--- config.mk ---
export PLATFORM = sky130hd
export DESIGN_NAME = rv_core
export DESIGN_NICKNAME = d
export VERILOG_FILES = /design/src/source/rv_ctrl_pkg.sv /design/src/source/rv_isa_pkg.sv /design/src/source/rv_core.sv /design/src/source/datapath.sv /design/src/source/ctlpath.sv /design/src/source/control_transfer.sv /design/src/source/alu_control.sv /design/src/source/main_control.sv
export SDC_FILE = /design/constraint.sdc
export NUM_CORES = 2
export LEC_CHECK = 0
export BUFFER_PORTS_ARGS = -buffer_cell sky130_fd_sc_hd__buf_2
export CORE_MARGIN = 5
export CORE_UTILIZATION = 55
export CTS_CLUSTER_SIZE = 8
export DETAILED_ROUTE_END_ITERATION = 10
export PLACE_DENSITY = 0.74
export SLEW_MARGIN = 20
export SYNTH_ARGS = -nofsm -noshare
export SYNTH_HDL_FRONTEND = slang
export SYNTH_SLANG_ARGS = --single-unit
--- constraint.sdc ---
create_clock -name clock -period 10.55 [get_ports clock]
set_clock_uncertainty 0.1 [all_clocks]
set_input_delay 2.11 -clock clock [delete_from_list [all_inputs] [get_ports clock]]
set_output_delay 2.11 -clock clock [all_outputs]
set_load 0.01 [all_outputs]
--- src/source/rv_ctrl_pkg.sv ---
// ~~~~~~~~~~~~~~~~~~~~~~~~~~~~~~~~~~~~~~~~~~~~~~~~
// Control encodings between control path and datapath.
// Zero in every field is the safe default (no writes, PC+4).
// ~~~~~~~~~~~~~~~~~~~~~~~~~~~~~~~~~~~~~~~~~~~~~~~~

package rv_ctrl_pkg;

  typedef enum logic [4:0] {
    ALU_ADD    = 5'd0,
    ALU_SUB    = 5'd1,
    ALU_SLL    = 5'd2,
    ALU_SLT    = 5'd3,
    ALU_SLTU   = 5'd4,
    ALU_XOR    = 5'd5,
    ALU_SRL    = 5'd6,
    ALU_SRA    = 5'd7,
    ALU_OR     = 5'd8,
    ALU_AND    = 5'd9,
    ALU_PASS_B = 5'd10
  } alu_fn_e;

  // Operation class handed from main decoder to ALU decoder
  typedef enum logic [1:0] {ALUOP_ADD, ALUOP_BRANCH, ALUOP_IMM, ALUOP_REG} alu_op_e;

  typedef enum logic {OPA_REG, OPA_PC} opa_sel_e;
  typedef enum logic {OPB_REG, OPB_IMM} opb_sel_e;

  typedef enum logic [2:0] {WB_ALU, WB_MEM, WB_PC4, WB_IMM} wb_sel_e;

  typedef enum logic [1:0] {NPC_PC4, NPC_BRANCH, NPC_JAL, NPC_JALR} next_pc_e;

  // Decoded control bundle of 15 bits
  typedef struct packed {
    alu_fn_e  alu_function;
    opa_sel_e opa_sel;
    opb_sel_e opb_sel;
    logic     reg_write;
    logic     mem_read;
    logic     mem_write;
    wb_sel_e  wb_sel;
    next_pc_e next_pc;
  } ctrl_t;

endpackage

--- src/source/rv_isa_pkg.sv ---
// ~~~~~~~~~~~~~~~~~~~~~~~~~~~~~~~~~~~~~~~~~~~~~~~~
// RV32I instruction encodings for the supported subset.
// Only word loads and stores; no SYSTEM or FENCE opcodes.
// ~~~~~~~~~~~~~~~~~~~~~~~~~~~~~~~~~~~~~~~~~~~~~~~~

package rv_isa_pkg;

  // Data word width
  parameter int xlen = 32;

  // Major opcodes in inst[6:0]
  typedef enum logic [6:0] {
    OP_LUI    = 7'b0110111,
    OP_AUIPC  = 7'b0010111,
    OP_JAL    = 7'b1101111,
    OP_JALR   = 7'b1100111,
    OP_BRANCH = 7'b1100011,
    OP_LOAD   = 7'b0000011,
    OP_STORE  = 7'b0100011,
    OP_IMM    = 7'b0010011,
    OP_REG    = 7'b0110011
  } opcode_e;

  // Conditional branch funct3
  typedef enum logic [2:0] {
    BEQ  = 3'b000,
    BNE  = 3'b001,
    BLT  = 3'b100,
    BGE  = 3'b101,
    BLTU = 3'b110,
    BGEU = 3'b111
  } branch_f3_e;

  // Integer ALU funct3 shared by OP and OP-IMM
  typedef enum logic [2:0] {
    F3_ADD_SUB = 3'b000,
    F3_SLL     = 3'b001,
    F3_SLT     = 3'b010,
    F3_SLTU    = 3'b011,
    F3_XOR     = 3'b100,
    F3_SRL_SRA = 3'b101,
    F3_OR      = 3'b110,
    F3_AND     = 3'b111
  } alu_f3_e;

endpackage
--- src/source/rv_core.sv ---
// ~~~~~~~~~~~~~~~~~~~~~~~~~~~~~~~~~~~~~~~~~~~~~~~~
// Single-cycle RV32I subset core that runs one instruction per clock.
// Memories must be combinational; stores commit on the clock edge.
// ~~~~~~~~~~~~~~~~~~~~~~~~~~~~~~~~~~~~~~~~~~~~~~~~
`timescale 1ns/10ps

module rv_core #(
  parameter logic [rv_isa_pkg::xlen-1:0] reset_vector = '0
) (
  input  logic                         clock,
  input  logic                         arst_n,
  output logic [rv_isa_pkg::xlen-1:0] imem_addr,
  input  logic [31:0]                  imem_data,
  output logic [rv_isa_pkg::xlen-1:0] dmem_addr,
  output logic [rv_isa_pkg::xlen-1:0] dmem_wdata,
  output logic                         dmem_we,
  output logic                         dmem_re,
  input  logic [rv_isa_pkg::xlen-1:0] dmem_rdata
);
  import rv_ctrl_pkg::*;

  ctrl_t       ctrl;
  logic [31:0] inst;
  logic        alu_result_equal_zero;
  logic        run;

  ctlpath i_ctlpath (
    .clock                 (clock),
    .arst_n                (arst_n),
    .inst                  (inst),
    .alu_result_equal_zero (alu_result_equal_zero),
    .run                   (run),
    .ctrl                  (ctrl)
  );

  datapath #(
    .reset_vector (reset_vector)
  ) i_datapath (
    .clock                 (clock),
    .arst_n                (arst_n),
    .ctrl                  (ctrl),
    .inst                  (inst),
    .imem_addr             (imem_addr),
    .imem_data             (imem_data),
    .alu_result_equal_zero (alu_result_equal_zero),
    .run                   (run),
    .dmem_addr             (dmem_addr),
    .dmem_wdata            (dmem_wdata),
    .dmem_we               (dmem_we),
    .dmem_re               (dmem_re),
    .dmem_rdata            (dmem_rdata)
  );

endmodule

--- src/source/datapath.sv ---
// ~~~~~~~~~~~~~~~~~~~~~~~~~~~~~~~~~~~~~~~~~~~~~~~~
// Single-cycle datapath; memories answer in the same cycle.
// Nothing commits until one edge after reset release (run flag).
// Register file has no reset, so x1..x31 start unknown.
// ~~~~~~~~~~~~~~~~~~~~~~~~~~~~~~~~~~~~~~~~~~~~~~~~
`timescale 1ns/10ps

module datapath #(
  parameter logic [rv_isa_pkg::xlen-1:0] reset_vector = '0
) (
  input  logic                         clock,
  input  logic                         arst_n,
  input  rv_ctrl_pkg::ctrl_t           ctrl,
  output logic [31:0]                  inst,
  output logic [rv_isa_pkg::xlen-1:0] imem_addr,
  input  logic [31:0]                  imem_data,
  output logic                         alu_result_equal_zero,
  output logic                         run,
  output logic [rv_isa_pkg::xlen-1:0] dmem_addr,
  output logic [rv_isa_pkg::xlen-1:0] dmem_wdata,
  output logic                         dmem_we,
  output logic                         dmem_re,
  input  logic [rv_isa_pkg::xlen-1:0] dmem_rdata
);
  import rv_isa_pkg::*;
  import rv_ctrl_pkg::*;

  logic [xlen-1:0] pc;
  logic [xlen-1:0] pc_plus4;
  logic [xlen-1:0] next_pc;
  logic [xlen-1:0] regs [1:31];
  logic [4:0]      rs1;
  logic [4:0]      rs2;
  logic [4:0]      rd;
  logic [xlen-1:0] rs1_data;
  logic [xlen-1:0] rs2_data;
  logic [xlen-1:0] imm_i;
  logic [xlen-1:0] imm_s;
  logic [xlen-1:0] imm_b;
  logic [xlen-1:0] imm_u;
  logic [xlen-1:0] imm_j;
  logic [xlen-1:0] imm_op;
  logic [xlen-1:0] opa;
  logic [xlen-1:0] opb;
  logic [xlen-1:0] alu_result;
  logic [xlen-1:0] wb_data;

  assign imem_addr = pc;
  assign inst      = imem_data;
  assign rs1       = inst[19:15];
  assign rs2       = inst[24:20];
  assign rd        = inst[11:7];

  // Immediate formats
  assign imm_i = {{20{inst[31]}}, inst[31:20]};
  assign imm_s = {{20{inst[31]}}, inst[31:25], inst[11:7]};
  assign imm_b = {{19{inst[31]}}, inst[31], inst[7], inst[30:25], inst[11:8], 1'b0};
  assign imm_u = {inst[31:12], 12'b0};
  assign imm_j = {{11{inst[31]}}, inst[31], inst[19:12], inst[20], inst[30:21], 1'b0};

  always_comb begin
    case (opcode_e'(inst[6:0]))
      OP_STORE:        imm_op = imm_s;
      OP_LUI, OP_AUIPC: imm_op = imm_u;
      default:         imm_op = imm_i;
    endcase
  end

  // x0 is hardwired
  assign rs1_data = (rs1 == 5'd0) ? '0 : regs[rs1];
  assign rs2_data = (rs2 == 5'd0) ? '0 : regs[rs2];

  assign opa = (ctrl.opa_sel == OPA_PC) ? pc : rs1_data;
  assign opb = (ctrl.opb_sel == OPB_IMM) ? imm_op : rs2_data;

  always_comb begin
    case (ctrl.alu_function)
      ALU_ADD:    alu_result = opa + opb;
      ALU_SUB:    alu_result = opa - opb;
      ALU_SLL:    alu_result = opa << opb[4:0];
      ALU_SLT:    alu_result = {31'b0, $signed(opa) < $signed(opb)};
      ALU_SLTU:   alu_result = {31'b0, opa < opb};
      ALU_XOR:    alu_result = opa ^ opb;
      ALU_SRL:    alu_result = opa >> opb[4:0];
      ALU_SRA:    alu_result = $unsigned($signed(opa) >>> opb[4:0]);
      ALU_OR:     alu_result = opa | opb;
      ALU_AND:    alu_result = opa & opb;
      ALU_PASS_B: alu_result = opb;
      default:    alu_result = opa + opb;
    endcase
  end

  assign alu_result_equal_zero = (alu_result == '0);

  // Data memory port
  assign dmem_addr  = alu_result;
  assign dmem_wdata = rs2_data;
  assign dmem_we    = ctrl.mem_write & run;
  assign dmem_re    = ctrl.mem_read;

  always_comb begin
    case (ctrl.wb_sel)
      WB_MEM:  wb_data = dmem_rdata;
      WB_PC4:  wb_data = pc_plus4;
      WB_IMM:  wb_data = imm_u;
      default: wb_data = alu_result;
    endcase
  end

  assign pc_plus4 = pc + 32'd4;

  always_comb begin
    case (ctrl.next_pc)
      NPC_BRANCH: next_pc = pc + imm_b;
      NPC_JAL:    next_pc = pc + imm_j;
      NPC_JALR:   next_pc = {alu_result[xlen-1:1], 1'b0};
      default:    next_pc = pc_plus4;
    endcase
  end

  // Run flag holds off the first commit by one edge
  always_ff @(posedge clock or negedge arst_n) begin
    if (!arst_n) begin
      run <= 1'b0;
      pc  <= reset_vector;
    end else begin
      run <= 1'b1;
      if (run) begin
        pc <= next_pc;
      end
    end
  end

  always_ff @(posedge clock) begin
    if (run && ctrl.reg_write && rd != 5'd0) begin
      regs[rd] <= wb_data;
    end
  end

  a_pc_aligned: assert property (@(posedge clock) disable iff (!arst_n)
    run |=> pc[1:0] == 2'b00);

endmodule

--- src/source/ctlpath.sv ---
// ~~~~~~~~~~~~~~~~~~~~~~~~~~~~~~~~~~~~~~~~~~~~~~~~
// Combinational control path; clock and reset feed the checks only.
// ~~~~~~~~~~~~~~~~~~~~~~~~~~~~~~~~~~~~~~~~~~~~~~~~
`timescale 1ns/10ps

module ctlpath (
  input  logic               clock,
  input  logic               arst_n,
  input  logic [31:0]        inst,
  input  logic               alu_result_equal_zero,
  input  logic               run,
  output rv_ctrl_pkg::ctrl_t ctrl
);
  import rv_isa_pkg::*;
  import rv_ctrl_pkg::*;

  opcode_e inst_opcode;
  logic    take_branch;
  ctrl_t   ctrl_base;
  alu_op_e alu_op_type;
  alu_fn_e alu_function;

  assign inst_opcode = opcode_e'(inst[6:0]);

  main_control i_main_control (
    .inst_opcode (inst_opcode),
    .take_branch (take_branch),
    .ctrl_base   (ctrl_base),
    .alu_op_type (alu_op_type)
  );

  alu_control i_alu_control (
    .alu_op_type  (alu_op_type),
    .inst_funct3  (inst[14:12]),
    .inst_funct7  (inst[31:25]),
    .alu_function (alu_function)
  );

  control_transfer i_control_transfer (
    .inst_funct3       (branch_f3_e'(inst[14:12])),
    .result_equal_zero (alu_result_equal_zero),
    .take_branch       (take_branch)
  );

  // Merge ALU function into the decoded bundle
  always_comb begin
    ctrl              = ctrl_base;
    ctrl.alu_function = alu_function;
  end

  a_mem_exclusive: assert property (@(posedge clock) disable iff (!arst_n)
    run |-> !(ctrl.mem_read && ctrl.mem_write));

  // Program must stay within the supported subset
  a_known_opcode: assert property (@(posedge clock) disable iff (!arst_n)
    run |-> inst_opcode inside {OP_LUI, OP_AUIPC, OP_JAL, OP_JALR, OP_BRANCH,
                                OP_LOAD, OP_STORE, OP_IMM, OP_REG});

endmodule

--- src/source/control_transfer.sv ---
// ~~~~~~~~~~~~~~~~~~~~~~~~~~~~~~~~~~~~~~~~~~~~~~~~
// Branch decision from funct3 and one zero flag.
// Relies on SUB/SLT/SLTU being chosen by alu_control.
// ~~~~~~~~~~~~~~~~~~~~~~~~~~~~~~~~~~~~~~~~~~~~~~~~
`timescale 1ns/10ps

module control_transfer (
  input  rv_isa_pkg::branch_f3_e inst_funct3,
  input  logic                   result_equal_zero,
  output logic                   take_branch
);
  import rv_isa_pkg::*;

  always_comb begin
    case (inst_funct3)
      // SUB result
      BEQ:        take_branch = result_equal_zero;
      BNE:        take_branch = !result_equal_zero;
      // SLT / SLTU result is 1 when less than
      BLT, BLTU:  take_branch = !result_equal_zero;
      BGE, BGEU:  take_branch = result_equal_zero;
      default:    take_branch = 1'b0;
    endcase
  end

endmodule

--- src/source/alu_control.sv ---
// ~~~~~~~~~~~~~~~~~~~~~~~~~~~~~~~~~~~~~~~~~~~~~~~~
// Purely combinational ALU function decoder.
// Only funct7[5] is looked at; other funct7 bits are ignored.
// ~~~~~~~~~~~~~~~~~~~~~~~~~~~~~~~~~~~~~~~~~~~~~~~~
`timescale 1ns/10ps

module alu_control (
  input  rv_ctrl_pkg::alu_op_e alu_op_type,
  input  logic [2:0]           inst_funct3,
  input  logic [6:0]           inst_funct7,
  output rv_ctrl_pkg::alu_fn_e alu_function
);
  import rv_isa_pkg::*;
  import rv_ctrl_pkg::*;

  logic alt_fn;

  // SUB only exists in register form, SRA in both
  assign alt_fn = inst_funct7[5];

  always_comb begin
    alu_function = ALU_ADD;
    case (alu_op_type)
      ALUOP_ADD: alu_function = ALU_ADD;
      ALUOP_BRANCH: begin
        // Compare result is tested against zero in control_transfer
        case (branch_f3_e'(inst_funct3))
          BEQ, BNE:   alu_function = ALU_SUB;
          BLT, BGE:   alu_function = ALU_SLT;
          BLTU, BGEU: alu_function = ALU_SLTU;
          default:    alu_function = ALU_SUB;
        endcase
      end
      default: begin
        case (alu_f3_e'(inst_funct3))
          F3_ADD_SUB: alu_function = (alu_op_type == ALUOP_REG && alt_fn) ? ALU_SUB : ALU_ADD;
          F3_SLL:     alu_function = ALU_SLL;
          F3_SLT:     alu_function = ALU_SLT;
          F3_SLTU:    alu_function = ALU_SLTU;
          F3_XOR:     alu_function = ALU_XOR;
          F3_SRL_SRA: alu_function = alt_fn ? ALU_SRA : ALU_SRL;
          F3_OR:      alu_function = ALU_OR;
          F3_AND:     alu_function = ALU_AND;
          default:    alu_function = ALU_ADD;
        endcase
      end
    endcase
  end

endmodule

--- src/source/main_control.sv ---
// ~~~~~~~~~~~~~~~~~~~~~~~~~~~~~~~~~~~~~~~~~~~~~~~~
// Purely combinational main decoder.
// alu_function is left zero here; ctlpath fills it in.
// ~~~~~~~~~~~~~~~~~~~~~~~~~~~~~~~~~~~~~~~~~~~~~~~~
`timescale 1ns/10ps

module main_control (
  input  rv_isa_pkg::opcode_e  inst_opcode,
  input  logic                 take_branch,
  output rv_ctrl_pkg::ctrl_t   ctrl_base,
  output rv_ctrl_pkg::alu_op_e alu_op_type
);
  import rv_isa_pkg::*;
  import rv_ctrl_pkg::*;

  always_comb begin
    // Unknown opcodes fall through with every write disabled
    ctrl_base   = '0;
    alu_op_type = ALUOP_ADD;

    case (inst_opcode)
      OP_LUI: begin
        ctrl_base.reg_write = 1'b1;
        ctrl_base.wb_sel    = WB_IMM;
      end
      OP_AUIPC: begin
        ctrl_base.opa_sel   = OPA_PC;
        ctrl_base.opb_sel   = OPB_IMM;
        ctrl_base.reg_write = 1'b1;
      end
      OP_JAL: begin
        ctrl_base.reg_write = 1'b1;
        ctrl_base.wb_sel    = WB_PC4;
        ctrl_base.next_pc   = NPC_JAL;
      end
      OP_JALR: begin
        // Target comes out of the ALU as rs1 + imm
        ctrl_base.opb_sel   = OPB_IMM;
        ctrl_base.reg_write = 1'b1;
        ctrl_base.wb_sel    = WB_PC4;
        ctrl_base.next_pc   = NPC_JALR;
      end
      OP_BRANCH: begin
        alu_op_type       = ALUOP_BRANCH;
        ctrl_base.next_pc = take_branch ? NPC_BRANCH : NPC_PC4;
      end
      OP_LOAD: begin
        ctrl_base.opb_sel   = OPB_IMM;
        ctrl_base.mem_read  = 1'b1;
        ctrl_base.reg_write = 1'b1;
        ctrl_base.wb_sel    = WB_MEM;
      end
      OP_STORE: begin
        ctrl_base.opb_sel   = OPB_IMM;
        ctrl_base.mem_write = 1'b1;
      end
      OP_IMM: begin
        alu_op_type         = ALUOP_IMM;
        ctrl_base.opb_sel   = OPB_IMM;
        ctrl_base.reg_write = 1'b1;
      end
      OP_REG: begin
        alu_op_type         = ALUOP_REG;
        ctrl_base.reg_write = 1'b1;
      end
      default: ;
    endcase
  end

endmodule

==> reports/qor.yml <==
flow_run:
  maxCapViolCount: 0
clocking:
  numCtsBuffers: 147
  htreeDepth: 4
  root_buffer: "clkbuf_16"
  clk_pin_slew_ps: 60
  cts_tree: "yes"
  clockBufferDepth: 3
  cts_hold_buf: 0
  clock_latency_ps: 790
  clock_sinks: 1024
detailed_routing:
  drt_iter0_drc: 9543
  via_count: 55783
  vias_per_cell: 7.41
  drt-wirelength-per-cell_um: 39.4
  final_antenna_net_count: 0
  wl_um: 297000
  drc: 0
  dr.pass1.iters: 8
status:
  failed_checks: "negative setup slack"
  status: "finished, violations left"
place:
  gp_congestion: 1.10
  dp.cells: 7185
  hpwl_um: 194000
  io_buffer_count: 162
timing:
  hold_violations: 0
  slew_headroom_pct: 29.3
  fin_setup_tns_ps: -5600
  final_max_slew_viol_count: 0
  fmaxAchievable_ghz: 0.0895
  rsz0062_at_grt: "yes"
  setup_viol: 14
  period_share_pct: 106
  worst_pin_slew_ps: 1060
  final.min_clock_period_ps: 11170
  timing.final.ws_setup_ps: -623
die:
  die_area_sq_mm: 0.117
  num_rows: 122
  fp.dieH_um: 342
  die_x_um: 342
  coreArea_sq_mm: 0.110
  io_pins: 164
  start_util_pct: 55.1
worst_setup_path:
  rrSetupSlack_ps: 620
  rr_endpoint: "i_datapath.imem_addr[27]"
  slowest_stage: "or4b_4"
  crit_path_start: "imem_data[15]"
  rr_startpoint: "i_datapath.regs[19][1]"
  path_common_cell: "o21ai_2"
  cp.arrival_ps: 11760
  cp_max_fo: 7
  critical_path.endpoint: "i_datapath.imem_addr[27]"
  reg2reg_depth: 43
  worstSetupPathType: "primary input to register"
  crit_path_max_incr_delay_ps: 550
  cp.required_ps: 11140
  end_kind: "register"
  start_kind: "primary input"
logic_synthesis:
  synth.avg_cell_area_sq_um: 12.8
  synth_nets: 4938
  synth_cell_types: 95
  synth_area_sq_mm: 0.0608
  synth_fa_ha_area_share_pct: 2.90
  synth.area.top_cells: "edfxtp_1 49%, mux4_2 15%, mux2i_1 4.3%"
  ys_seq_area_share_pct: 50.3
  synthCells: 4733
  synth-edff-count: 992
  synth_seq_cells: 1024
  synth_largest_area_cell: "edfxtp_1"
  synthArstFlopShare_pct: 3.13
  synth_top_family_by_area: "multiplexers"
  synthFlopType: "edfxtp_1"
  yosys-mux-area-fraction_pct: 20.2
  yosys_warnings: 0
  synth.top_cell.area_share_pct: 49.0
  synth_compound_area_share_pct: 13.6
  yosys.area_share.simple_pct: 8.29
  synthXorXnorAreaFrac_pct: 1.04
layout:
  num-fill-cells: 7219
  mostFrequentLayoutCell: "buf_4"
  syn_to_final_growth_pct: 30.5
  drive_above_1_share_pct: 41.2
  postLayoutCoreUtil_pct: 72.0
  mostFrequentLayoutCells: "1214 x buf_4, 992 x edfxtp_1, 402 x mux4_2, 317 x nand2_1, 268 x nor2_1"
  nNetsFinal: 6203
  final_cells: 7532
power_and_ir_drop:
  ir_worst_vdd_uv: 199
  total_power_mw: 14.4
  power_frac_seq_pct: 35.9
  switching_share_pct: 34.3
  p_leak_nw: 30.2
  pwr-share-comb_pct: 33.9
  p_int_mw: 9.45
  power.density_mw_per_mm2: 181
  clockPowerShare_pct: 30.2
  p_sw_mw: 4.93
grt:
  groute.usage.overall_pct: 48.7
  grt_pass1_vias: 54475
  grtUsageMet1_pct: 56.6
  grt_max_degree: 79
  antenna_found_initial: 21
  busiest_layer: "met2"
  gr-usage-met3_pct: 18.1
  met2_usage_pct: 72.4
  grt_remaining_overflow: 0
  grt_pass1_wl_um: 400000
hold_path:
  min_from: "i_datapath.imem_addr[2]"
  hp-class: "register to register"
power groups by stage:
stage / sequential [mW] / combinational, mW / clock (mW)
2_1_floorplan: 5.19 / 2.01 / 0
3_3_place_gp: 5.22 / 4.21 / 0
3_5_place_dp: 5.22 / 4.26 / 0
4_1_cts: 5.15 / 4.49 / 4.31
5_1_grt: 5.16 / 5.01 / 4.53
6_report: 5.16 / 4.87 / 4.34
layout make-up:
| class | count | area [sq um] | area share [%] |
|---|---|---|---|
| Clock buffer | 159 | 3760 | 4.75 |
| Clock inverter | 16 | 318 | 0.401 |
| Antenna cell | 20 | 50.0 | 0.0631 |
| Sequential cell | 1024 | 30600 | 38.6 |
| Tap cell | 1488 | 1860 | 2.35 |
| Inverter | 140 | 531 | 0.669 |
| Multi-Input combinational cell | 3197 | 30200 | 38.1 |
| Timing Repair Buffer | 1488 | 12000 | 15.1 |
logic make-up (layout without fill, tap and decap cells):
family	count (synthesis)	after routing
other cells	2	22
buf+inv	512	1803
flops	1024	1024
compound gates	1194	1194
fa+ha+maj	139	139
mux	716	716
simple gates	1074	1074
xor+xnor	72	72
repair_timing:
item	CTS	global route
endpoints found under the setup margin	25	25
hold endpoints to repair	0	0
pin swaps	73	126
setup buffers	82	62
resized for setup	182	181
gates cloned	6	4
metal layers:
| metal | vias up | part of all wire (%) |
|---|---|---|
| met3 | 1896 | 15 |
| met2 | 5651 | 43 |
| met4 | 12 | 11 |
| met5 | - | 0.025 |
| met1 | 26705 | 31 |
| li1 | 21519 | - |
flip-flops by register name, indices dropped and copies added, names as in the netlist:
name                  cells
i_datapath.run            1
i_datapath.regs         992
i_datapath.imem_addr     31
worst max-delay path, delay by kind of cell:
| kind | cells | cell delay (ps) |
|---|---|---|
| XOR/XNOR | 1 | 160 |
| AND/OR/NAND/NOR | 10 | 2460 |
| buffers and inverters | 7 | 860 |
| adder cells (fa/ha/maj) | 4 | 990 |
| AO/OA/AOI/OAI | 22 | 4430 |
| multiplexers | 2 | 730 |
synthesized netlist by cell type, types with 70 or more instances:
cell type / instances
nor2_1: 310
mux2i_1: 260
nand2_1: 324
inv_1: 135
a221oi_1: 88
buf_2: 74
a21oi_1: 241
o21ai_0: 196
a22oi_1: 70
edfxtp_1: 992
clkbuf_1: 219
nor3_1: 103
ha_1: 136
nand3_1: 93
mux4_2: 402
worst min path at each step:
| stage | endpoint | cells past startpoint |
|---|---|---|
| floorplan | i_datapath.imem_addr[1] | 3 |
| global placement | i_datapath.imem_addr[2] | 3 |
| detailed placement | i_datapath.imem_addr[2] | 3 |
| CTS | i_datapath.imem_addr[2] | 3 |
| global route | i_datapath.imem_addr[2] | 2 |
| finish | i_datapath.imem_addr[2] | 3 |
metrics by stage:
stage / instance area, sq um / hold WS (ps) / worst slack [ps]
global placement: 72000 / 547 / -1950
detailed placement: 72000 / 535 / -2180
CTS: 77900 / 566 / -474
floorplan: 61600 / 529 / -809
finish: 79300 / 566 / -623
global route: 79300 / 623 / -946
Power figures use the tool's default switching activity.
